### config.mk
export PLATFORM = sky130hd
export DESIGN_NAME = conv_mac_top
export DESIGN_NICKNAME = d
export VERILOG_FILES = /design/src/hw/conv_pkg.sv /design/src/hw/cla_block4.sv /design/src/hw/cla_adder.sv /design/src/hw/mag_multiplier.sv /design/src/hw/mac_accumulator.sv /design/src/hw/bias_relu_quant.sv /design/src/hw/conv_mac_top.sv
export SDC_FILE = /design/constraint.sdc
export NUM_CORES = 1
export LEC_CHECK = 0
export ABC_AREA = 1
export BUFFER_PORTS_ARGS = -buffer_cell sky130_fd_sc_hd__buf_2
export CORE_ASPECT_RATIO = 1.2
export CORE_MARGIN = 1
export CORE_UTILIZATION = 55
export CTS_BUF_LIST = sky130_fd_sc_hd__clkbuf_8 sky130_fd_sc_hd__clkbuf_16
export CTS_CLUSTER_SIZE = 20
export DETAILED_ROUTE_END_ITERATION = 8
export PLACE_DENSITY = 0.74
export SLEW_MARGIN = 20
export SYNTH_ARGS = -nofsm -noshare
export SYNTH_HDL_FRONTEND = slang
export SYNTH_SLANG_ARGS = --single-unit
### constraint.sdc
create_clock -name clk -period 22.1 [get_ports clk]
set_input_delay 5.525 -clock clk [delete_from_list [all_inputs] [get_ports clk]]
set_output_delay 5.525 -clock clk [all_outputs]
set_load 0.005 [all_outputs]
### src/hw/conv_pkg.sv
// widths are fixed for 8-bit signed taps; the bias is only meaningful on a tap with last set
`default_nettype none

package conv_pkg;

  ////////////////////
  // widths and scaling
  ////////////////////

  localparam int DATA_W     = 8;   // feature, weight and bias
  localparam int PROD_W     = 16;  // signed 8x8 product
  localparam int ACC_W      = 28;  // window sum and adder width
  localparam int CLA_GROUPS = 7;   // 4-bit groups in the 28-bit adder
  localparam int FRAC_SHIFT = 6;   // binary point of the window sum
  localparam int ACT_MAX    = 127; // activation ceiling

  ////////////////////
  // scalar types
  ////////////////////

  typedef logic signed [DATA_W-1:0] data_t;
  typedef logic signed [PROD_W-1:0] prod_t;
  typedef logic signed [ACC_W-1:0]  acc_t;
  typedef logic        [DATA_W-1:0] act_t;  // unsigned after the clamp

  ////////////////////
  // beat structs
  ////////////////////

  // input beat, one per tap
  typedef struct packed {
    data_t feat;
    data_t weight;
    data_t bias;    // read only when last is set
    logic  last;    // closes the window
  } tap_t;

  // sideband riding alongside the product
  typedef struct packed {
    logic  last;
    data_t bias;
  } tap_tag_t;

  typedef struct packed {
    logic     valid;
    tap_tag_t tag;
    prod_t    prod;
  } prod_beat_t;

  // valid only for a completed window
  typedef struct packed {
    logic  valid;
    data_t bias;
    acc_t  sum;
  } sum_beat_t;

endpackage

`default_nettype wire

### src/hw/cla_block4.sv
// one 4-bit lookahead group; no carry-out, the parent carry unit works from group_p/group_g
`timescale 1ns/100ps
`default_nettype none

module cla_block4 (
  input  wire  [3:0] a,
  input  wire  [3:0] b,
  input  wire        carry_in,
  output logic [3:0] sum,
  output logic       group_p,
  output logic       group_g
);

  logic [3:0] bit_p;  // per-bit propagate
  logic [3:0] bit_g;  // per-bit generate
  logic [3:0] carry;  // carry into each bit

  assign bit_p = a ^ b;
  assign bit_g = a & b;

  // lookahead carries rippled inside the group
  assign carry[0] = carry_in;
  assign carry[1] = bit_g[0] | (bit_p[0] & carry[0]);
  assign carry[2] = bit_g[1] | (bit_p[1] & carry[1]);
  assign carry[3] = bit_g[2] | (bit_p[2] & carry[2]);

  assign sum = bit_p ^ carry;

  // group terms for the next level
  assign group_p = &bit_p;
  assign group_g = bit_g[3]
                 | (bit_p[3] & bit_g[2])
                 | (bit_p[3] & bit_p[2] & bit_g[1])
                 | (bit_p[3] & bit_p[2] & bit_p[1] & bit_g[0]);

endmodule

`default_nettype wire

### src/hw/cla_adder.sv
// 28-bit add only, carry-in fixed at zero and carry-out dropped, so the sum wraps
`timescale 1ns/100ps
`default_nettype none

module cla_adder (
  input  wire conv_pkg::acc_t a,
  input  wire conv_pkg::acc_t b,
  output wire conv_pkg::acc_t sum
);

  wire  [conv_pkg::CLA_GROUPS-1:0] grp_p;  // group propagate
  wire  [conv_pkg::CLA_GROUPS-1:0] grp_g;  // group generate
  logic [conv_pkg::CLA_GROUPS-1:0] grp_c;  // carry into each group
  logic                            lo_g;   // generate of groups 0 to 3

  for (genvar i = 0; i < conv_pkg::CLA_GROUPS; i++) begin : g_grp
    cla_block4 cla_block4_inst (
      .a        (a[4*i +: 4]),
      .b        (b[4*i +: 4]),
      .carry_in (grp_c[i]),
      .sum      (sum[4*i +: 4]),
      .group_p  (grp_p[i]),
      .group_g  (grp_g[i])
    );
  end

  ////////////////////
  // carry unit
  ////////////////////

  // first level, groups 0 to 3, carry-in is zero
  assign grp_c[0] = 1'b0;
  assign grp_c[1] = grp_g[0];
  assign grp_c[2] = grp_g[1] | (grp_p[1] & grp_g[0]);
  assign grp_c[3] = grp_g[2] | (grp_p[2] & grp_g[1]) | (grp_p[2] & grp_p[1] & grp_g[0]);

  assign lo_g = grp_g[3]
              | (grp_p[3] & grp_g[2])
              | (grp_p[3] & grp_p[2] & grp_g[1])
              | (grp_p[3] & grp_p[2] & grp_p[1] & grp_g[0]);

  // second level, groups 4 to 6 fed by the lower block
  assign grp_c[4] = lo_g;
  assign grp_c[5] = grp_g[4] | (grp_p[4] & lo_g);
  assign grp_c[6] = grp_g[5] | (grp_p[5] & grp_g[4]) | (grp_p[5] & grp_p[4] & lo_g);

endmodule

`default_nettype wire

### src/hw/mag_multiplier.sv
// signed 8x8 multiply, input register plus 8 stages; every stage holds while advance is low
`timescale 1ns/100ps
`default_nettype none

module mag_multiplier (
  input  wire                 clk,
  input  wire                 rstn,
  input  wire                 advance,
  input  wire                 in_valid,
  input  wire conv_pkg::tap_t in_tap,
  output conv_pkg::prod_beat_t prod_beat
);

  logic [8:0]         valid_pipe;      // [0] input register, [n] stage n
  conv_pkg::tap_tag_t tag_pipe [1:8];
  logic [7:1]         sign_pipe;       // sign of the product
  conv_pkg::tap_t     tap_q;

  logic [7:0]  a_mag;
  logic [7:0]  b_mag;
  logic [7:0]  pp_s1 [8];    // gated partial products
  logic [5:0]  lsb_s2 [4];
  logic [2:0]  hia_s2 [4];
  logic [3:0]  hib_s2 [4];
  logic [9:0]  pair_s3 [4];
  logic [7:0]  lsb_s4 [2];
  logic [2:0]  hia_s4 [2];
  logic [4:0]  hib_s4 [2];
  logic [11:0] quad_s5 [2];
  logic [9:0]  lsb_s6;
  logic [2:0]  hia_s6;
  logic [6:0]  hib_s6;
  logic [15:0] mag_s7;       // unsigned product
  conv_pkg::prod_t prod_s8;

  always_ff @(posedge clk) begin
    if (!rstn) begin
      valid_pipe <= '0;
    end else if (advance) begin
      valid_pipe <= {valid_pipe[7:0], in_valid};  // bubbles shift down too
    end
  end

  // sideband follows the data stage by stage
  always_ff @(posedge clk) begin
    if (advance) begin
      tap_q       <= in_tap;
      tag_pipe[1] <= '{last: tap_q.last, bias: tap_q.bias};
      for (int i = 2; i <= 8; i++) begin
        tag_pipe[i] <= tag_pipe[i-1];
      end
      sign_pipe[1]   <= tap_q.feat[7] ^ tap_q.weight[7];
      sign_pipe[7:2] <= sign_pipe[6:1];
    end
  end

  ////////////////////
  // stage 1, partial products
  ////////////////////

  assign a_mag = tap_q.feat[7]   ? ~tap_q.feat + 8'd1   : tap_q.feat;    // -128 maps to 128
  assign b_mag = tap_q.weight[7] ? ~tap_q.weight + 8'd1 : tap_q.weight;

  always_ff @(posedge clk) begin
    if (advance) begin
      for (int i = 0; i < 8; i++) begin
        pp_s1[i] <= b_mag[i] ? a_mag : 8'd0;
      end
    end
  end

  ////////////////////
  // stages 2 and 3, pairs at shift 1
  ////////////////////

  always_ff @(posedge clk) begin
    if (advance) begin
      for (int k = 0; k < 4; k++) begin
        lsb_s2[k] <= pp_s1[2*k][4:0] + {pp_s1[2*k+1][3:0], 1'b0};
        hia_s2[k] <= pp_s1[2*k][7:5];
        hib_s2[k] <= pp_s1[2*k+1][7:4];
      end
    end
  end

  always_ff @(posedge clk) begin
    if (advance) begin
      for (int k = 0; k < 4; k++) begin
        pair_s3[k] <= {{2'b00, hia_s2[k]} + {1'b0, hib_s2[k]} + lsb_s2[k][5], lsb_s2[k][4:0]};
      end
    end
  end

  ////////////////////
  // stages 4 to 7, shifts of 2 and 4
  ////////////////////

  always_ff @(posedge clk) begin
    if (advance) begin
      for (int j = 0; j < 2; j++) begin
        lsb_s4[j] <= pair_s3[2*j][6:0] + {pair_s3[2*j+1][4:0], 2'b00};
        hia_s4[j] <= pair_s3[2*j][9:7];
        hib_s4[j] <= pair_s3[2*j+1][9:5];
      end
    end
  end

  always_ff @(posedge clk) begin
    if (advance) begin
      for (int j = 0; j < 2; j++) begin
        quad_s5[j] <= {{2'b00, hia_s4[j]} + hib_s4[j] + lsb_s4[j][7], lsb_s4[j][6:0]};
      end
    end
  end

  always_ff @(posedge clk) begin
    if (advance) begin
      lsb_s6 <= quad_s5[0][8:0] + {quad_s5[1][4:0], 4'b0000};
      hia_s6 <= quad_s5[0][11:9];
      hib_s6 <= quad_s5[1][11:5];
    end
  end

  always_ff @(posedge clk) begin
    if (advance) begin
      mag_s7 <= {{4'b0000, hia_s6} + hib_s6 + lsb_s6[9], lsb_s6[8:0]};
    end
  end

  // stage 8, sign restored
  always_ff @(posedge clk) begin
    if (advance) begin
      prod_s8 <= sign_pipe[7] ? ~mag_s7 + 16'd1 : mag_s7;
    end
  end

  always_comb begin
    prod_beat.valid = valid_pipe[8];
    prod_beat.tag   = tag_pipe[8];
    prod_beat.prod  = prod_s8;
  end

endmodule

`default_nettype wire

### src/hw/mac_accumulator.sv
// window sum wraps at 28 bits; a window starts on the first valid tap after a last tap
`timescale 1ns/100ps
`default_nettype none

module mac_accumulator (
  input  wire                       clk,
  input  wire                       rstn,
  input  wire                       advance,
  input  wire conv_pkg::prod_beat_t prod_beat,
  output conv_pkg::sum_beat_t       sum_beat
);

  logic            window_open;  // low means the next tap starts a window
  logic            sum_valid;
  conv_pkg::data_t bias_q;
  conv_pkg::acc_t  run_sum;
  conv_pkg::acc_t  prod_ext;
  conv_pkg::acc_t  base;         // zero at window start
  wire conv_pkg::acc_t next_sum;

  assign prod_ext = {{(conv_pkg::ACC_W - conv_pkg::PROD_W){prod_beat.prod[conv_pkg::PROD_W-1]}},
                     prod_beat.prod};
  assign base     = window_open ? run_sum : '0;

  cla_adder acc_adder_inst (
    .a   (prod_ext),
    .b   (base),
    .sum (next_sum)
  );

  always_ff @(posedge clk) begin
    if (!rstn) begin
      window_open <= 1'b0;
      sum_valid   <= 1'b0;
    end else if (advance) begin
      sum_valid <= prod_beat.valid & prod_beat.tag.last;  // one pulse per window
      if (prod_beat.valid) begin
        window_open <= !prod_beat.tag.last;
      end
    end
  end

  always_ff @(posedge clk) begin
    if (advance && prod_beat.valid) begin
      run_sum <= next_sum;
      bias_q  <= prod_beat.tag.bias;
    end
  end

  always_comb begin
    sum_beat.valid = sum_valid;
    sum_beat.bias  = bias_q;
    sum_beat.sum   = run_sum;
  end

endmodule

`default_nettype wire

### src/hw/bias_relu_quant.sv
// output is 0..127 only; sums beyond the 28-bit range wrap before the clamp
`timescale 1ns/100ps
`default_nettype none

module bias_relu_quant (
  input  wire                      clk,
  input  wire                      rstn,
  input  wire                      advance,
  input  wire conv_pkg::sum_beat_t sum_beat,
  output conv_pkg::act_t           out_act,
  output logic                     out_valid
);

  conv_pkg::acc_t bias_ext;  // bias at the binary point of the sum
  conv_pkg::act_t act_next;
  wire conv_pkg::acc_t total;

  assign bias_ext = {{(conv_pkg::ACC_W - conv_pkg::DATA_W - conv_pkg::FRAC_SHIFT)
                       {sum_beat.bias[conv_pkg::DATA_W-1]}},
                     sum_beat.bias,
                     {conv_pkg::FRAC_SHIFT{1'b0}}};

  cla_adder bias_adder_inst (
    .a   (sum_beat.sum),
    .b   (bias_ext),
    .sum (total)
  );

  // clamp to zero, then saturate above the 7-bit integer range
  always_comb begin
    if (total[conv_pkg::ACC_W-1]) begin
      act_next = '0;
    end else if (|total[conv_pkg::ACC_W-2 : conv_pkg::FRAC_SHIFT+conv_pkg::DATA_W-1]) begin
      act_next = conv_pkg::act_t'(conv_pkg::ACT_MAX);
    end else begin
      act_next = {1'b0, total[conv_pkg::FRAC_SHIFT+conv_pkg::DATA_W-2 : conv_pkg::FRAC_SHIFT]};
    end
  end

  always_ff @(posedge clk) begin
    if (!rstn) begin
      out_valid <= 1'b0;
    end else if (advance) begin
      out_valid <= sum_beat.valid;
    end
  end

  always_ff @(posedge clk) begin
    if (advance) begin
      out_act <= act_next;  // held while the consumer stalls
    end
  end

endmodule

`default_nettype wire

### src/hw/conv_mac_top.sv
// a held output stalls the whole pipeline; last tap at edge E gives out_valid after E+10
`timescale 1ns/100ps
`default_nettype none

module conv_mac_top (
  input  wire                 clk,
  input  wire                 rstn,
  input  wire conv_pkg::tap_t in_tap,
  input  wire                 in_valid,
  output logic                in_ready,
  output wire conv_pkg::act_t out_act,
  output wire                 out_valid,
  input  wire                 out_ready
);

  logic                 advance;    // one enable for every stage
  conv_pkg::prod_beat_t prod_beat;
  conv_pkg::sum_beat_t  sum_beat;

  assign advance  = !out_valid || out_ready;
  assign in_ready = advance;

  mag_multiplier mag_multiplier_inst (
    .clk       (clk),
    .rstn      (rstn),
    .advance   (advance),
    .in_valid  (in_valid),
    .in_tap    (in_tap),
    .prod_beat (prod_beat)
  );

  mac_accumulator mac_accumulator_inst (
    .clk       (clk),
    .rstn      (rstn),
    .advance   (advance),
    .prod_beat (prod_beat),
    .sum_beat  (sum_beat)
  );

  bias_relu_quant bias_relu_quant_inst (
    .clk       (clk),
    .rstn      (rstn),
    .advance   (advance),
    .sum_beat  (sum_beat),
    .out_act   (out_act),
    .out_valid (out_valid)
  );

endmodule

`default_nettype wire

== After elaboration in Yosys (flattened, before gate mapping) ==
Memories as Yosys holds them, arrays and structs flattened.
Index checks and enable logic that the tools add are counted.

* Add/sub/neg operators: 24
* Multiply operators: 0
* Divide/modulo/power cells: 0
* Magnitude comparators: 0
* Equality and inequality tests: 0
* Shifts and indexed selects: 0
* Muxes and demuxes: 15
* Bitwise logic cells: 242
* Reduce and logical (&&, ||, !) cells: 15

{| class="wikitable"
|+ Operator list
! kind !! count
|-
| $and 1x1->1 || 114
|-
| $xor 4x4->4 || 26
|-
| $or 1x1->1 || 85
|-
| $mux 8 || 10
|-
| $and 4x4->4 || 11
|-
| $reduce_and 4->1 || 9
|-
| $add 5x1->5 || 6
|-
| $mux 28 || 1
|-
| $add 5x5->6 || 4
|-
| $add 3x4->5 || 4
|-
| $add 16x1->16 const B || 1
|-
| $add 7x7->8 || 2
|-
| $add 8x1->8 const B || 2
|-
| $mux 16 || 1
|-
| $not 16->16 || 1
|-
| $not 8->8 || 2
|-
| $reduce_or 14->1 || 1
|-
| $add 3x5->5 || 2
|-
| $add 9x9->10 || 1
|-
| $add 3x7->7 || 1
|-
| $add 7x1->7 || 1
|-
| $mux 7 || 1
|-
| $and 3x3->3 || 2
|-
| $logic_not 1->1 || 2
|-
| other kinds (5) || 6
|}

* Flip-flop bits (word level): 140
* Latch bits: 0
* RAM bits: 284
* Bits in read-only memories: 0
* Input bits: 29
* Word-level logic and storage cells: 323
* Memories kept: 10

{| class="wikitable"
|+ Memories
! name !! words !! width !! rd ports !! clocked after memory_dff !! wr ports !! line !! source
|-
| mag_multiplier_inst.tag_pipe || 8 || 9 || 8 || 0 || 8 || mag_multiplier.sv:15 || <nowiki>conv_pkg::tap_tag_t tag_pipe [1:8];</nowiki>
|-
| mag_multiplier_inst.pp_s1 || 8 || 8 || 8 || 0 || 8 || mag_multiplier.sv:21 || <nowiki>logic [7:0] pp_s1 [8];</nowiki>
|-
| mag_multiplier_inst.pair_s3 || 4 || 10 || 4 || 0 || 4 || mag_multiplier.sv:25 || <nowiki>logic [9:0] pair_s3 [4];</nowiki>
|-
| mag_multiplier_inst.lsb_s2 || 4 || 6 || 4 || 0 || 4 || mag_multiplier.sv:22 || <nowiki>logic [5:0] lsb_s2 [4];</nowiki>
|-
| mag_multiplier_inst.quad_s5 || 2 || 12 || 2 || 0 || 2 || mag_multiplier.sv:29 || <nowiki>logic [11:0] quad_s5 [2];</nowiki>
|-
| mag_multiplier_inst.hib_s2 || 4 || 4 || 4 || 0 || 4 || mag_multiplier.sv:24 || <nowiki>logic [3:0] hib_s2 [4];</nowiki>
|-
| 4 more memories || n/a || n/a || n/a || n/a || n/a || n/a ||
|}

== Depth between registers and ports, before layout ==
Gate-level depths: netlist of run 1.

* Word-level depth: 19
* Depth in mapped cells: 19

== Cells and area by module ==
A second synthesis of run 1 with hierarchy kept.

* Cell total of the unflattened synthesis: 1456
* Area, all modules: 19208.4 µm²

{| class="wikitable"
|+ Modules (own cells, without submodules)
! module !! instances !! cells each !! area an instance (µm²) !! sequential area each (µm²)
|-
| mag_multiplier || 1 || 920 || 14559.0 || 11230.8
|-
| cla_block4 (bias_relu_quant_inst.bias_adder_inst.g_grp[0].cla_block4_inst ...) || 13 || 24 || 186.4 || 0.0
|-
| mac_accumulator || 1 || 108 || 1403.8 || 1121.1
|-
| bias_relu_quant || 1 || 54 || 467.9 || 230.2
|-
| cla_block4 (mac_accumulator_inst.acc_adder_inst.g_grp[2].cla_block4_inst) || 1 || 24 || 181.4 || 0.0
|-
| cla_adder || 2 || 18 || 82.6 || 0.0
|-
| conv_mac_top || 1 || 2 || 7.5 || 0.0
|}

== Least setup slack after synthesis of run 1 ==
No wires, ideal clock.

* Path type: input-to-output
* From: input port out_ready
* To: output port in_ready
* Data arrival time: 16.010 ns
* Required time: 16.575 ns
* Path slack: 0.565 ns
* Stages on the path: 3
* Path through: nor2_1 inv_1 clkbuf_1

* Cells in the longest elaborated chain, start to end: 1

{| class="wikitable"
|+ Ends and longest elaborated chain
! what !! line !! source
|-
| start, declared || conv_mac_top.sv:13 || <nowiki>input wire out_ready</nowiki>
|-
| $logic_or 1x1->1 || conv_mac_top.sv:20 || <nowiki>assign advance = !out_valid || out_ready;</nowiki>
|-
| end, declared || conv_mac_top.sv:10 || <nowiki>output logic in_ready,</nowiki>
|}

No other way between the ends.

== Worst setup path after layout of run 1 ==
Ends and elaborated chain as after synthesis.

==> flow_summary.html, run 1 <==
<table>
<tr><th>Metric</th><th>Value</th></tr>
<tr><th colspan="2">Status</th></tr>
<tr><td>Run status</td><td>completed</td></tr>
<tr><th colspan="2">STA</th></tr>
<tr><td>Setup slack after layout</td><td>9.68 ns</td></tr>
<tr><td>Worst-case clock skew</td><td>0.0218 ns</td></tr>
<tr><td>Relative slew slack</td><td>0.329</td></tr>
<tr><td>Shortest clock period the worst path allows after layout</td><td>12.42 ns</td></tr>
<tr><td>Max Clock Freq</td><td>80.5 MHz</td></tr>
<tr><td>Tightest Pin Transition</td><td>1.01 ns</td></tr>
<tr><td>Sum of negative setup slack</td><td>0 ns</td></tr>
<tr><td>RSZ-0062 raised after global routing</td><td>false</td></tr>
<tr><td>Final count of hold timing violations</td><td>0</td></tr>
<tr><td>Setup Viol. Count Final</td><td>0</td></tr>
<tr><td>Tcrit/Tclk final</td><td>0.562</td></tr>
<tr><td>Final max-slew violation count</td><td>0</td></tr>
<tr><th colspan="2">Worst hold path</th></tr>
<tr><td>Path type of the worst min-delay path</td><td>register to register</td></tr>
<tr><td>Number of stages on the worst hold path</td><td>0</td></tr>
<tr><td>Critical hold path startpoint</td><td>mag_multiplier_inst.quad_s5[0][21]</td></tr>
<tr><td>Worst min-delay path endpoint</td><td>mag_multiplier_inst.hib_s6[4]</td></tr>
<tr><th colspan="2">Place</th></tr>
<tr><td>Area post-placement</td><td>18800 um2</td></tr>
<tr><td>Gpl congestion</td><td>0.864</td></tr>
<tr><td>Pre-CTS setup slack</td><td>9.66 ns</td></tr>
<tr><td>Buffers added on ports</td><td>37</td></tr>
<tr><td>DP Wirelength</td><td>16.8 mm</td></tr>
<tr><th colspan="2">Global route</th></tr>
<tr><td>GR peak layer</td><td>met2</td></tr>
<tr><td>Vias in the first global route</td><td>9324</td></tr>
<tr><td>Global-route congestion overflow total</td><td>0</td></tr>
<tr><td>Initial antenna violation count</td><td>0</td></tr>
<tr><td>Global Route met3 Usage</td><td>0.0292</td></tr>
<tr><td>Global-route total usage across every layer</td><td>0.154</td></tr>
<tr><td>First-pass GRT wire length</td><td>41.8 mm</td></tr>
<tr><td>Met2 track demand over resource in global routing</td><td>0.292</td></tr>
<tr><td>Pin count of the biggest net entering global routing</td><td>93</td></tr>
<tr><td>Met1 Track Usage GR</td><td>0.164</td></tr>
<tr><th colspan="2">Drt</th></tr>
<tr><td>Final routed wirelength across all metal layers</td><td>24.7 mm</td></tr>
<tr><td>Wirelength per Cell</td><td>13.8 um</td></tr>
<tr><td>Iteration-0 DRC Markers</td><td>478</td></tr>
<tr><td>DR vias</td><td>9062</td></tr>
<tr><td>Number of nets with antenna violations after detailed routing</td><td>0</td></tr>
<tr><td>First-pass DRT Iterations</td><td>7</td></tr>
<tr><td>Drt via density</td><td>5.05</td></tr>
<tr><td>DRC viols</td><td>0</td></tr>
<tr><th colspan="2">Synth</th></tr>
<tr><td>Synth Warn #</td><td>0</td></tr>
<tr><td>Synthesized instance count</td><td>1279</td></tr>
<tr><td>Leading cell types by total area after synthesis</td><td>sky130_fd_sc_hd__edfxtp_1 (68%), sky130_fd_sc_hd__fa_1 (6.3%), sky130_fd_sc_hd__ha_1 (6.1%)</td></tr>
<tr><td>Post-synthesis net count</td><td>1454</td></tr>
<tr><td>Synthesis-stage register bit count</td><td>423</td></tr>
<tr><td>Library cell with the largest summed area after synthesis</td><td>sky130_fd_sc_hd__edfxtp_1</td></tr>
<tr><td>Post-synth EDFFs</td><td>411</td></tr>
<tr><td>Netlist area before placement</td><td>18100 um2</td></tr>
<tr><td>Post-synth cell types</td><td>40</td></tr>
<tr><td>Top-area cell type share of the netlist area</td><td>0.680</td></tr>
<tr><td>Share of synthesized area occupied by flip-flops and latches</td><td>0.694</td></tr>
<tr><td>Post-synth top flop</td><td>sky130_fd_sc_hd__edfxtp_1</td></tr>
<tr><td>Average cell area after synthesis</td><td>14.2 um2</td></tr>
<tr><td>Proportion of register bits with asynchronous set or reset after synthesis</td><td>0</td></tr>
<tr><th colspan="2">CTS</th></tr>
<tr><td>Root buffer cell</td><td>sky130_fd_sc_hd__clkbuf_16</td></tr>
<tr><td>Count of instances resized after the clock tree is built</td><td>0</td></tr>
<tr><td>Clock edge transition at the registers on the reported setup and hold paths</td><td>0.06 ns</td></tr>
<tr><td>Setup Buffers After CTS</td><td>0</td></tr>
<tr><td>Deepest level of the CTS H-tree</td><td>2</td></tr>
<tr><td>Clock tree buffer depth</td><td>3</td></tr>
<tr><td>Hold buffers post-CTS</td><td>0</td></tr>
<tr><td>Num Clock Sinks</td><td>423</td></tr>
<tr><td>Clock network latency to the later pin of the worst-skew pair</td><td>0.54 ns</td></tr>
<tr><td>Number of buffers added by the clock tree synthesis step</td><td>41</td></tr>
<tr><td>TritonCTS clock tree</td><td>done</td></tr>
<tr><th colspan="2">Setup path</th></tr>
<tr><td>Critical-path maximum fanout</td><td>53</td></tr>
<tr><td>Required arrival time at the worst endpoint</td><td>16.58 ns</td></tr>
<tr><td>Depth of the worst register-to-register path</td><td>18</td></tr>
<tr><td>Reg-to-reg critical path startpoint</td><td>mac_accumulator_inst.run_sum[6]</td></tr>
<tr><td>Worst reg2reg setup slack</td><td>18.05 ns</td></tr>
<tr><td>Launching element type of the critical path</td><td>primary input</td></tr>
<tr><td>Critical path capture point type</td><td>output pin</td></tr>
<tr><td>Crit path kind</td><td>primary input to output pin</td></tr>
<tr><td>Reg2reg end</td><td>bias_relu_quant_inst.out_act[0]</td></tr>
<tr><td>Data arrival at the endpoint of the critical path</td><td>6.89 ns</td></tr>
<tr><th colspan="2">Final layout</th></tr>
<tr><td>Post-layout nets</td><td>1532</td></tr>
<tr><td>Area of all sequential standard cells</td><td>12600 um2</td></tr>
<tr><td>Leading cell type in the layout, fill and taps excluded</td><td>sky130_fd_sc_hd__edfxtp_1</td></tr>
<tr><td>Most frequent cells in the layout</td><td>sky130_fd_sc_hd__edfxtp_1 (411), sky130_fd_sc_hd__inv_1 (195), sky130_fd_sc_hd__nand2_1 (159)</td></tr>
<tr><td>Area of the multi-input gates</td><td>4730 um2</td></tr>
<tr><td>Diode count</td><td>0</td></tr>
<tr><td>Fraction of layout instances using a drive strength above 1</td><td>0.0923</td></tr>
<tr><td>Number of fill cells</td><td>2262</td></tr>
<tr><td>Final standard cell area without fillers</td><td>20200 um2</td></tr>
<tr><td>Synth-to-layout area growth</td><td>11.5%</td></tr>
<tr><th colspan="2">Die</th></tr>
<tr><td>Placeable core region</td><td>32300 um2</td></tr>
<tr><td>Starting Density</td><td>0.561</td></tr>
<tr><td>Vert. Die Dim</td><td>201 um</td></tr>
<tr><td>Row count</td><td>72</td></tr>
<tr><td>Floorplan die width</td><td>168 um</td></tr>
<tr><td>Number of top-level pins</td><td>39</td></tr>
<tr><td>Die outline area</td><td>33700 um2</td></tr>
<tr><th colspan="2">Power and ir drop</th></tr>
<tr><td>Max IR drop VDD</td><td>0.0718 mV</td></tr>
<tr><td>Leakage Power</td><td>9.00 nW</td></tr>
<tr><td>Pwr/cell area</td><td>95.1 nW/um2</td></tr>
<tr><th colspan="2">Run</th></tr>
<tr><td>Max capacitance violation total</td><td>0</td></tr>
</table>
synthesized netlist by cell type (3+ instances only):
master	instances
sky130_fd_sc_hd__inv_2	7
sky130_fd_sc_hd__xor2_1	43
sky130_fd_sc_hd__nand2_1	159
sky130_fd_sc_hd__fa_1	57
sky130_fd_sc_hd__o21bai_1	4
sky130_fd_sc_hd__nand2_2	5
sky130_fd_sc_hd__nor3_1	4
sky130_fd_sc_hd__nand3b_1	4
sky130_fd_sc_hd__ha_1	89
sky130_fd_sc_hd__nor2_1	121
sky130_fd_sc_hd__dfxtp_1	12
sky130_fd_sc_hd__nand3_1	54
sky130_fd_sc_hd__xnor2_1	17
sky130_fd_sc_hd__clkbuf_1	4
sky130_fd_sc_hd__nand4_1	3
sky130_fd_sc_hd__o21ai_0	26
sky130_fd_sc_hd__a21oi_1	35
sky130_fd_sc_hd__inv_1	194
sky130_fd_sc_hd__buf_2	3
sky130_fd_sc_hd__edfxtp_1	411
registers in the layout, summed over array words and instances, names as in the netlist, 8 cells and up:
signal and flops:
mag_multiplier_inst.hia_s2 12, mac_accumulator_inst.bias_q 8, mag_multiplier_inst.tag_pipe 72, mag_multiplier_inst.quad_s5 24, mag_multiplier_inst.pp_s1 64, mag_multiplier_inst.valid_pipe 9
mag_multiplier_inst.lsb_s4 16, mag_multiplier_inst.pair_s3 40, mag_multiplier_inst.lsb_s2 24, mag_multiplier_inst.lsb_s6 10, mac_accumulator_inst.run_sum 28, mag_multiplier_inst.hib_s4 10
mag_multiplier_inst.prod_s8 16, mag_multiplier_inst.tap_q 25, mag_multiplier_inst.mag_s7 16, mag_multiplier_inst.hib_s2 16
how the worst max path moves through the flow:
stage | from | slack [ns] | cells after the start | end
after floorplan | out_ready | 0.57 | 3 | in_ready
after global placement | out_ready | 9.73 | 4 | in_ready
after detailed placement | out_ready | 9.66 | 4 | in_ready
after CTS | out_ready | 9.65 | 4 | in_ready
after global routing | out_ready | 9.54 | 4 | in_ready
final | out_ready | 9.68 | 4 | in_ready
worst max-delay path, cell delays in order:
cell	delay, ns
sky130_fd_sc_hd__buf_2	0.09
sky130_fd_sc_hd__nor2_1	0.71
sky130_fd_sc_hd__inv_8	0.29
sky130_fd_sc_hd__buf_2	0.24
cells by family after synthesis:
logic type,synth area share
DFF,0.694
and+or+nand+nor,0.0849
buffers and inverters,0.0455
adders and majority gates,0.124
AOI/OAI and AO/OA,0.0207
xor gates and xnor gates,0.0308
other,0.000207
layer usage:
metal / wire (um) / vias up
li1: - / 4478
met2: 13700 / 145
met4: 853 / 0
met1: 9270 / 4377
met3: 859 / 62
met5: 0 / -
power breakdown:
part           internal (mW)  total [mW]  switching (mW)
sequential              1.01        1.06          0.0469
clock                  0.400       0.687           0.287
combinational         0.0735       0.176           0.102
total                   1.49        1.92           0.436
area by class of cell:
cell class,instances,area share
Tap cell,407,0.0252
Multi-Input combinational cell,642,0.234
Timing Repair Buffer,45,0.0131
Clock inverter,32,0.0164
Sequential cell,423,0.622
Inverter,204,0.0384
Clock buffer,41,0.0507
per-stage QoR:
step                      power (mW)  instances   util  hold WS (ns)
final                           1.92       1794  0.625         0.404
after global routing            2.02       1794  0.625         0.409
after CTS                       1.95       1793  0.624         0.407
after detailed placement        1.26       1720  0.582         0.405
after global placement          1.24       1720  0.582         0.400
after floorplan                 1.20       1279      -         0.400
Power figures use the tool's default switching activity.
==> inputs of run 2 (changes only) <==
--- a/config.mk
+++ b/config.mk
@@ -5,7 +5,7 @@
 export SDC_FILE = /design/constraint.sdc
 export NUM_CORES = 1
 export LEC_CHECK = 0
-export ABC_AREA = 1
+export ABC_AREA = 0
 export BUFFER_PORTS_ARGS = -buffer_cell sky130_fd_sc_hd__buf_2
 export CORE_ASPECT_RATIO = 1.2
 export CORE_MARGIN = 1
==> constraint.sdc (replaced) <==
create_clock -name clk -period 10.6 [get_ports clk]
set_input_delay 2.65 -clock clk [delete_from_list [all_inputs] [get_ports clk]]
set_output_delay 2.65 -clock clk [all_outputs]
set_load 0.005 [all_outputs]
==> flow_summary.html, run 2 <==
<table>
<tr><th>Metric</th><th>Value</th></tr>
<tr><th colspan="2">Synth</th></tr>
<tr><td>Proportion of register bits with asynchronous set or reset after synthesis</td><td>0</td></tr>
<tr><td>Netlist area before placement</td><td>17700 um2</td></tr>
<tr><td>Post-synthesis net count</td><td>1249</td></tr>
<tr><td>Post-synth EDFFs</td><td>411</td></tr>
<tr><td>Top-area cell type share of the netlist area</td><td>0.697</td></tr>
<tr><td>Average cell area after synthesis</td><td>16.5 um2</td></tr>
<tr><td>Post-synth cell types</td><td>47</td></tr>
<tr><td>Cell with the most instances after synthesis</td><td>sky130_fd_sc_hd__edfxtp_1</td></tr>
<tr><td>Library cell with the largest summed area after synthesis</td><td>sky130_fd_sc_hd__edfxtp_1</td></tr>
<tr><td>Most common library cells after synthesis</td><td>sky130_fd_sc_hd__edfxtp_1 (411), sky130_fd_sc_hd__inv_1 (100), sky130_fd_sc_hd__ha_1 (89)</td></tr>
<tr><td>Synthesis-stage register bit count</td><td>423</td></tr>
<tr><td>Synthesized instance count</td><td>1074</td></tr>
<tr><td>Share of synthesized area occupied by flip-flops and latches</td><td>0.711</td></tr>
<tr><td>Post-synth top flop</td><td>sky130_fd_sc_hd__edfxtp_1</td></tr>
<tr><td>Leading cell types by total area after synthesis</td><td>sky130_fd_sc_hd__edfxtp_1 (70%), sky130_fd_sc_hd__fa_1 (6.4%), sky130_fd_sc_hd__ha_1 (6.3%)</td></tr>
<tr><td>Synth Warn #</td><td>0</td></tr>
<tr><th colspan="2">Setup path</th></tr>
<tr><td>Required arrival time at the worst endpoint</td><td>7.95 ns</td></tr>
<tr><td>Slowest-stage cell, CP</td><td>sky130_fd_sc_hd__nor2b_1</td></tr>
<tr><td>Crit path kind</td><td>primary input to output pin</td></tr>
<tr><td>Sequence of cells on the critical path</td><td>buf_2, nor2b_1, inv_8, buf_2</td></tr>
<tr><td>Critical path capture point type</td><td>output pin</td></tr>
<tr><td>Critical-path maximum fanout</td><td>126</td></tr>
<tr><td>Worst Path Buf+Inv</td><td>3</td></tr>
<tr><td>Library cell appearing most often on the critical path</td><td>sky130_fd_sc_hd__buf_2</td></tr>
<tr><td>Launching element type of the critical path</td><td>primary input</td></tr>
<tr><td>Crit path largest cell delay</td><td>0.74 ns</td></tr>
<tr><td>Data arrival at the endpoint of the critical path</td><td>4.38 ns</td></tr>
<tr><td>Cell family contributing the most delay on the critical path</td><td>buffers and inverters</td></tr>
<tr><th colspan="2">Drt</th></tr>
<tr><td>Highest signal layer in the routed design</td><td>met4</td></tr>
<tr><td>Wirelength per Cell</td><td>15.2 um</td></tr>
<tr><td>Met1 wire length</td><td>9.05 mm</td></tr>
<tr><td>First-pass DRT Iterations</td><td>7</td></tr>
<tr><td>Drt via density</td><td>5.18</td></tr>
<tr><td>Iteration-0 DRC Markers</td><td>392</td></tr>
<tr><td>Final routed wirelength across all metal layers</td><td>24.0 mm</td></tr>
<tr><td>Number of nets with antenna violations after detailed routing</td><td>0</td></tr>
<tr><td>Routed length on met2</td><td>13.5 mm</td></tr>
<tr><td>DR vias</td><td>8178</td></tr>
<tr><td>Met3 wire length</td><td>700 um</td></tr>
<tr><td>DRC viols</td><td>1</td></tr>
<tr><th colspan="2">STA</th></tr>
<tr><td>RSZ-0062 raised after global routing</td><td>false</td></tr>
<tr><td>Worst-case clock skew</td><td>0.0126 ns</td></tr>
<tr><td>Sum of negative setup slack</td><td>0 ns</td></tr>
<tr><td>Worst hold margin</td><td>0.411 ns</td></tr>
<tr><td>Final count of hold timing violations</td><td>0</td></tr>
<tr><td>Relative slew slack</td><td>0.317</td></tr>
<tr><td>Shortest clock period the worst path allows after layout</td><td>7.03 ns</td></tr>
<tr><td>Tightest Pin Transition</td><td>1.02 ns</td></tr>
<tr><td>Final max-slew violation count</td><td>0</td></tr>
<tr><td>Tcrit/Tclk final</td><td>0.663</td></tr>
<tr><td>Max Clock Freq</td><td>142 MHz</td></tr>
<tr><td>Setup Viol. Count Final</td><td>0</td></tr>
<tr><th colspan="2">Status</th></tr>
<tr><td>Failing checks</td><td>design-rule violations</td></tr>
<tr><td>Run status</td><td>finished, violations left</td></tr>
<tr><th colspan="2">CTS</th></tr>
<tr><td>Clock edge transition at the registers on the reported setup and hold paths</td><td>0.06 ns</td></tr>
<tr><td>Clock tree buffer depth</td><td>3</td></tr>
<tr><td>Root buffer cell</td><td>sky130_fd_sc_hd__clkbuf_16</td></tr>
<tr><td>Num Clock Sinks</td><td>423</td></tr>
<tr><td>Deepest level of the CTS H-tree</td><td>2</td></tr>
<tr><td>Number of buffers added by the clock tree synthesis step</td><td>41</td></tr>
<tr><td>Hold buffers post-CTS</td><td>0</td></tr>
<tr><td>Clock network latency to the later pin of the worst-skew pair</td><td>0.53 ns</td></tr>
<tr><td>Count of instances resized after the clock tree is built</td><td>0</td></tr>
<tr><td>TritonCTS clock tree</td><td>done</td></tr>
<tr><td>Setup Buffers After CTS</td><td>0</td></tr>
<tr><th colspan="2">Power and ir drop</th></tr>
<tr><td>Max IR drop VDD</td><td>0.138 mV</td></tr>
<tr><td>Pwr/cell area</td><td>206 nW/um2</td></tr>
<tr><td>Leakage Power</td><td>8.27 nW</td></tr>
<tr><th colspan="2">Final layout</th></tr>
<tr><td>Final standard cell area without fillers</td><td>19800 um2</td></tr>
<tr><td>Diode count</td><td>0</td></tr>
<tr><td>Most frequent cells in the layout</td><td>sky130_fd_sc_hd__edfxtp_1 (411), sky130_fd_sc_hd__inv_1 (106), sky130_fd_sc_hd__ha_1 (89)</td></tr>
<tr><td>Largest register FFs</td><td>72</td></tr>
<tr><td>Largest registers in the final layout</td><td>mag_multiplier_inst.tag_pipe x72, mag_multiplier_inst.pp_s1 x64, mag_multiplier_inst.pair_s3 x40</td></tr>
<tr><td>Biggest register</td><td>mag_multiplier_inst.tag_pipe</td></tr>
<tr><td>Area of all sequential standard cells</td><td>12600 um2</td></tr>
<tr><td>Leading cell type in the layout, fill and taps excluded</td><td>sky130_fd_sc_hd__edfxtp_1</td></tr>
<tr><td>Synth-to-layout area growth</td><td>11.7%</td></tr>
<tr><td>Fraction of layout instances using a drive strength above 1</td><td>0.0976</td></tr>
<tr><td>Post-layout nets</td><td>1323</td></tr>
<tr><td>Number of fill cells</td><td>2175</td></tr>
<tr><td>Area of the multi-input gates</td><td>4690 um2</td></tr>
<tr><th colspan="2">Die</th></tr>
<tr><td>Number of top-level pins</td><td>39</td></tr>
<tr><td>Floorplan die width</td><td>166 um</td></tr>
<tr><td>Placeable core region</td><td>31500 um2</td></tr>
<tr><td>Starting Density</td><td>0.561</td></tr>
<tr><td>Vert. Die Dim</td><td>199 um</td></tr>
<tr><td>Row count</td><td>71</td></tr>
<tr><td>Die outline area</td><td>32900 um2</td></tr>
<tr><th colspan="2">Global route</th></tr>
<tr><td>Global-route congestion overflow total</td><td>0</td></tr>
<tr><td>Global-route total usage across every layer</td><td>0.153</td></tr>
<tr><td>Vias in the first global route</td><td>8595</td></tr>
<tr><td>Initial antenna violation count</td><td>0</td></tr>
<tr><td>First-pass GRT wire length</td><td>39.7 mm</td></tr>
<tr><td>Pin count of the biggest net entering global routing</td><td>183</td></tr>
<tr><th colspan="2">Place</th></tr>
<tr><td>Buffers added on ports</td><td>37</td></tr>
<tr><td>Area post-placement</td><td>18400 um2</td></tr>
<tr><td>DP Wirelength</td><td>15.3 mm</td></tr>
<tr><td>Gpl congestion</td><td>0.785</td></tr>
<tr><th colspan="2">Worst hold path</th></tr>
<tr><td>Path type of the worst min-delay path</td><td>register to register</td></tr>
<tr><th colspan="2">Run</th></tr>
<tr><td>Max capacitance violation total</td><td>0</td></tr>
</table>
[run 2: changes by cell type after synthesis, moves of 7 or more]
cell                       change
sky130_fd_sc_hd__nand2_1     -112
sky130_fd_sc_hd__inv_1        -94
sky130_fd_sc_hd__nor2_1       -59
sky130_fd_sc_hd__nand3_1      -50
sky130_fd_sc_hd__xnor2_1      +30
sky130_fd_sc_hd__a21o_1       +27
sky130_fd_sc_hd__and2_1       +24
sky130_fd_sc_hd__nor2b_1      +17
sky130_fd_sc_hd__xor2_1       -15
sky130_fd_sc_hd__a21boi_0     +13
sky130_fd_sc_hd__nand2b_1      +9
sky130_fd_sc_hd__o21a_1        +7
[run 2: worst paths after layout]
kind                                        from                              end  slack (ns)  cells after the start
max                                    out_ready                         in_ready        3.57                      4
min          mag_multiplier_inst.tag_pipe[0][77]   mac_accumulator_inst.bias_q[5]        0.41                      0
max reg2reg       mac_accumulator_inst.bias_q[7]  bias_relu_quant_inst.out_act[3]        5.60                     13
min reg2reg  mag_multiplier_inst.tag_pipe[0][77]   mac_accumulator_inst.bias_q[5]        0.41                      0
[run 2: cell type report]
type,instances,share of cell area
inverters,102,0.0197
multi-input cells,538,0.237
clock inverters,30,0.0152
clock buffers,43,0.0544
repair buffers,42,0.0119
flip-flops and latches,423,0.636
well taps,401,0.0254
[run 2: through the flow]
stage	total power [mW]	cells	utilization	setup WS, ns
detailed placement	2.65	1506	0.583	3.60
finish	4.07	1579	0.627	3.57
CTS	4.12	1579	0.627	3.60
global placement	2.61	1506	0.583	3.64
global route	4.25	1579	0.627	3.38
floorplan	2.53	1074	-	0.429
[run 2: kinds of logic (layout without fill, tap and decap cells)]
logic type | count (synthesis) | after routing | share of synthesized area
AND/OR/NAND/NOR | 197 | 197 | 0.0565
flip-flops | 423 | 423 | 0.711
AO/OA/AOI/OAI | 117 | 117 | 0.0425
XOR/XNOR | 75 | 75 | 0.0371
other | 1 | 1 | 0.000212
multiplexers | 2 | 2 | 0.00113
adder cells (fa/ha/maj) | 146 | 146 | 0.127
buffers and inverters | 113 | 217 | 0.0246
[run 2: power by group]
part	total, mW	internal [mW]	leakage, nW	switching, mW
logic	0.374	0.178	2.96	0.197
registers	2.24	2.14	4.62	0.106
clock network	1.46	0.881	0.692	0.578
total	4.07	3.19	8.27	0.881
[run 2: worst reg2reg max path, cell delays in order (launching register included)]
cell,delay (ns)
sky130_fd_sc_hd__edfxtp_1,1.02
sky130_fd_sc_hd__ha_1,0.40
sky130_fd_sc_hd__a21o_1,0.18
sky130_fd_sc_hd__a21oi_1,0.15
sky130_fd_sc_hd__nor2b_1,0.06
sky130_fd_sc_hd__a211oi_1,0.43
sky130_fd_sc_hd__o21ai_0,0.20
sky130_fd_sc_hd__fa_1,0.41
sky130_fd_sc_hd__fa_1,0.41
sky130_fd_sc_hd__fa_1,0.40
sky130_fd_sc_hd__xor2_1,0.17
sky130_fd_sc_hd__nor4b_1,0.28
sky130_fd_sc_hd__nand4_1,0.35
sky130_fd_sc_hd__o21a_1,0.29
[run 2: layer usage]
layer  vias to the layer above  global-route usage
li1                       3999                   -
met2                       114               0.307
met3                        49              0.0277
met4                         0              0.0699
met5                         -                   0
met1                      4016               0.153
==> inputs of run 3 (changes only) <==
--- a/config.mk
+++ b/config.mk
@@ -13,7 +13,7 @@
 export CTS_BUF_LIST = sky130_fd_sc_hd__clkbuf_8 sky130_fd_sc_hd__clkbuf_16
 export CTS_CLUSTER_SIZE = 20
 export DETAILED_ROUTE_END_ITERATION = 8
-export PLACE_DENSITY = 0.74
+export PLACE_DENSITY = 0.71
 export SLEW_MARGIN = 20
 export SYNTH_ARGS = -nofsm -noshare
 export SYNTH_HDL_FRONTEND = slang
==> constraint.sdc (replaced) <==
create_clock -name clk -period 6.81 [get_ports clk]
set_input_delay 1.7025 -clock clk [delete_from_list [all_inputs] [get_ports clk]]
set_output_delay 1.7025 -clock clk [all_outputs]
set_load 0.005 [all_outputs]
==> flow_summary.html, run 3 (synthesis results as in run 2) <==
<table>
<tr><th>Metric</th><th>Value</th></tr>
<tr><th colspan="2">Setup path</th></tr>
<tr><td>Crit path largest cell delay</td><td>0.77 ns</td></tr>
<tr><td>Launching element type of the critical path</td><td>primary input</td></tr>
<tr><td>Reg2reg end</td><td>bias_relu_quant_inst.out_act[5]</td></tr>
<tr><td>Library cell appearing most often on the critical path</td><td>sky130_fd_sc_hd__buf_2</td></tr>
<tr><td>Data arrival at the endpoint of the critical path</td><td>3.29 ns</td></tr>
<tr><td>Depth of the worst register-to-register path</td><td>13</td></tr>
<tr><td>Crit path kind</td><td>primary input to output pin</td></tr>
<tr><td>Worst reg2reg setup slack</td><td>1.93 ns</td></tr>
<tr><td>Critical-path maximum fanout</td><td>83</td></tr>
<tr><td>Slowest-stage cell, CP</td><td>sky130_fd_sc_hd__nor2b_1</td></tr>
<tr><td>Critical path capture point type</td><td>output pin</td></tr>
<tr><td>Sequence of cells on the critical path</td><td>buf_2, nor2b_1, inv_8, buf_2</td></tr>
<tr><td>Reg-to-reg critical path startpoint</td><td>mac_accumulator_inst.bias_q[7]</td></tr>
<tr><td>Required arrival time at the worst endpoint</td><td>5.11 ns</td></tr>
<tr><th colspan="2">Final layout</th></tr>
<tr><td>Post-layout nets</td><td>1321</td></tr>
<tr><td>Finished Layout Cells</td><td>1578</td></tr>
<tr><td>Diode count</td><td>0</td></tr>
<tr><td>Most frequent cells in the layout</td><td>sky130_fd_sc_hd__edfxtp_1 (411), sky130_fd_sc_hd__inv_1 (104), sky130_fd_sc_hd__ha_1 (89)</td></tr>
<tr><td>Largest registers in the final layout</td><td>mag_multiplier_inst.tag_pipe x72, mag_multiplier_inst.pp_s1 x64, mag_multiplier_inst.pair_s3 x40</td></tr>
<tr><td>Synth-to-layout area growth</td><td>11.2%</td></tr>
<tr><td>Fraction of layout instances using a drive strength above 1</td><td>0.0960</td></tr>
<tr><td>Biggest register</td><td>mag_multiplier_inst.tag_pipe</td></tr>
<tr><td>Number of fill cells</td><td>2254</td></tr>
<tr><td>Largest register FFs</td><td>72</td></tr>
<tr><td>Leading cell type in the layout, fill and taps excluded</td><td>sky130_fd_sc_hd__edfxtp_1</td></tr>
<tr><th colspan="2">Power and ir drop</th></tr>
<tr><td>Internal Power</td><td>4.81 mW</td></tr>
<tr><td>Switching power share of the total</td><td>0.221</td></tr>
<tr><td>Fraction of power consumed by sequential logic</td><td>0.565</td></tr>
<tr><td>Leakage Power</td><td>8.23 nW</td></tr>
<tr><td>Overall power</td><td>6.18 mW</td></tr>
<tr><td>NetSw</td><td>1.37 mW</td></tr>
<tr><td>Clock network fraction of design power</td><td>0.344</td></tr>
<tr><td>Max IR drop VDD</td><td>0.266 mV</td></tr>
<tr><td>Pwr/cell area</td><td>314 nW/um2</td></tr>
<tr><td>Share of power burned in combinational logic</td><td>0.091</td></tr>
<tr><th colspan="2">STA</th></tr>
<tr><td>Tightest Pin Transition</td><td>1.02 ns</td></tr>
<tr><td>Setup Viol. Count Final</td><td>0</td></tr>
<tr><td>RSZ-0062 raised after global routing</td><td>false</td></tr>
<tr><td>Setup slack after layout</td><td>1.82 ns</td></tr>
<tr><td>Worst-case clock skew</td><td>0.0190 ns</td></tr>
<tr><td>Final max-slew violation count</td><td>0</td></tr>
<tr><td>Final count of hold timing violations</td><td>0</td></tr>
<tr><td>Tcrit/Tclk final</td><td>0.732</td></tr>
<tr><td>Max Clock Freq</td><td>200 MHz</td></tr>
<tr><td>Shortest clock period the worst path allows after layout</td><td>4.99 ns</td></tr>
<tr><td>Sum of negative setup slack</td><td>0 ns</td></tr>
<tr><td>Relative slew slack</td><td>0.303</td></tr>
<tr><th colspan="2">Status</th></tr>
<tr><td>Run status</td><td>finished, violations left</td></tr>
<tr><td>Failing checks</td><td>design-rule violations</td></tr>
<tr><th colspan="2">CTS</th></tr>
<tr><td>Hold buffers post-CTS</td><td>0</td></tr>
<tr><td>Deepest level of the CTS H-tree</td><td>2</td></tr>
<tr><td>Clock edge transition at the registers on the reported setup and hold paths</td><td>0.06 ns</td></tr>
<tr><td>Clock network latency to the later pin of the worst-skew pair</td><td>0.54 ns</td></tr>
<tr><td>TritonCTS clock tree</td><td>done</td></tr>
<tr><td>Setup Buffers After CTS</td><td>0</td></tr>
<tr><td>Root buffer cell</td><td>sky130_fd_sc_hd__clkbuf_16</td></tr>
<tr><td>Number of buffers added by the clock tree synthesis step</td><td>40</td></tr>
<tr><td>Count of instances resized after the clock tree is built</td><td>0</td></tr>
<tr><td>Num Clock Sinks</td><td>423</td></tr>
<tr><td>Clock tree buffer depth</td><td>3</td></tr>
<tr><th colspan="2">Die</th></tr>
<tr><td>Floorplan die width</td><td>166 um</td></tr>
<tr><td>Number of top-level pins</td><td>39</td></tr>
<tr><td>Row count</td><td>71</td></tr>
<tr><td>Placeable core region</td><td>31500 um2</td></tr>
<tr><td>Die outline area</td><td>32900 um2</td></tr>
<tr><td>Vert. Die Dim</td><td>199 um</td></tr>
<tr><td>Starting Density</td><td>0.561</td></tr>
<tr><th colspan="2">Place</th></tr>
<tr><td>Pre-CTS setup slack</td><td>1.83 ns</td></tr>
<tr><td>Gpl congestion</td><td>0.787</td></tr>
<tr><td>Buffers added on ports</td><td>37</td></tr>
<tr><td>DP Wirelength</td><td>15.1 mm</td></tr>
<tr><td>Number of placed instances with taps included</td><td>1504</td></tr>
<tr><th colspan="2">Global route</th></tr>
<tr><td>Initial antenna violation count</td><td>0</td></tr>
<tr><td>Vias in the first global route</td><td>8240</td></tr>
<tr><td>First-pass GRT wire length</td><td>37.7 mm</td></tr>
<tr><td>Global-route congestion overflow total</td><td>0</td></tr>
<tr><td>Global-route total usage across every layer</td><td>0.144</td></tr>
<tr><td>Pin count of the biggest net entering global routing</td><td>226</td></tr>
<tr><th colspan="2">Worst hold path</th></tr>
<tr><td>Critical hold path startpoint</td><td>mag_multiplier_inst.sign_pipe[6]</td></tr>
<tr><td>Number of stages on the worst hold path</td><td>0</td></tr>
<tr><td>Path type of the worst min-delay path</td><td>register to register</td></tr>
<tr><td>Worst min-delay path endpoint</td><td>mag_multiplier_inst.sign_pipe[7]</td></tr>
<tr><th colspan="2">Drt</th></tr>
<tr><td>Number of nets with antenna violations after detailed routing</td><td>0</td></tr>
<tr><td>First-pass DRT Iterations</td><td>6</td></tr>
<tr><td>DR vias</td><td>8120</td></tr>
<tr><td>Final routed wirelength across all metal layers</td><td>23.0 mm</td></tr>
<tr><td>Iteration-0 DRC Markers</td><td>428</td></tr>
<tr><td>Drt via density</td><td>5.15</td></tr>
<tr><td>Wirelength per Cell</td><td>14.5 um</td></tr>
<tr><td>DRC viols</td><td>4</td></tr>
<tr><th colspan="2">Run</th></tr>
<tr><td>Max capacitance violation total</td><td>0</td></tr>
</table>
-- run 3: worst max-delay path: cells and delay by family --
| family | cells | cell delay, ns |
|---|---|---|
| buffers and inverters | 3 | 0.78 |
| AND/OR/NAND/NOR | 1 | 0.77 |
-- run 3: routing by layer --
| layer | share of wire | vias to the layer above | global-route usage |
|---|---|---|---|
| li1 | - | 4001 | - |
| met1 | 0.40 | 3974 | 0.154 |
| met2 | 0.54 | 98 | 0.275 |
| met3 | 0.032 | 47 | 0.0277 |
| met4 | 0.028 | 0 | 0.0654 |
| met5 | 0 | - | 0 |
-- run 3: worst max-delay path by stage --
stage	endpoint	slack, ns	startpoint
6_report	in_ready	1.82	out_ready
5_1_grt	in_ready	1.61	out_ready
4_1_cts	in_ready	1.83	out_ready
3_5_place_dp	in_ready	1.83	out_ready
3_3_place_gp	in_ready	1.86	out_ready
2_1_floorplan	in_ready	0.58	out_ready
-- run 3: final cells by class --
class	count	area (um2)	share of cell area
Sequential cell	423	12600	0.639
Multi-Input combinational cell	538	4690	0.238
Clock inverter	32	258	0.0131
Timing Repair Buffer	41	248	0.0126
Inverter	102	390	0.0198
Tap cell	401	502	0.0255
Clock buffer	41	1030	0.0521
-- run 3: power groups by stage --
stage	Clock, mW	Sequential (mW)	Combinational (mW)
3_5_place_dp	0	3.55	0.575
3_3_place_gp	0	3.53	0.541
4_1_cts	2.18	3.50	0.580
6_report	2.12	3.49	0.563
2_1_floorplan	0	3.49	0.451
5_1_grt	2.28	3.53	0.657
-- run 3: through the flow --
stage | hold WS, ns | cell area [um2] | util
detailed placement | 0.405 | 18400 | 0.583
global route | 0.418 | 19700 | 0.625
CTS | 0.409 | 19700 | 0.624
finish | 0.408 | 19700 | 0.625
floorplan | 0.400 | 17700 | -
global placement | 0.400 | 18400 | 0.583
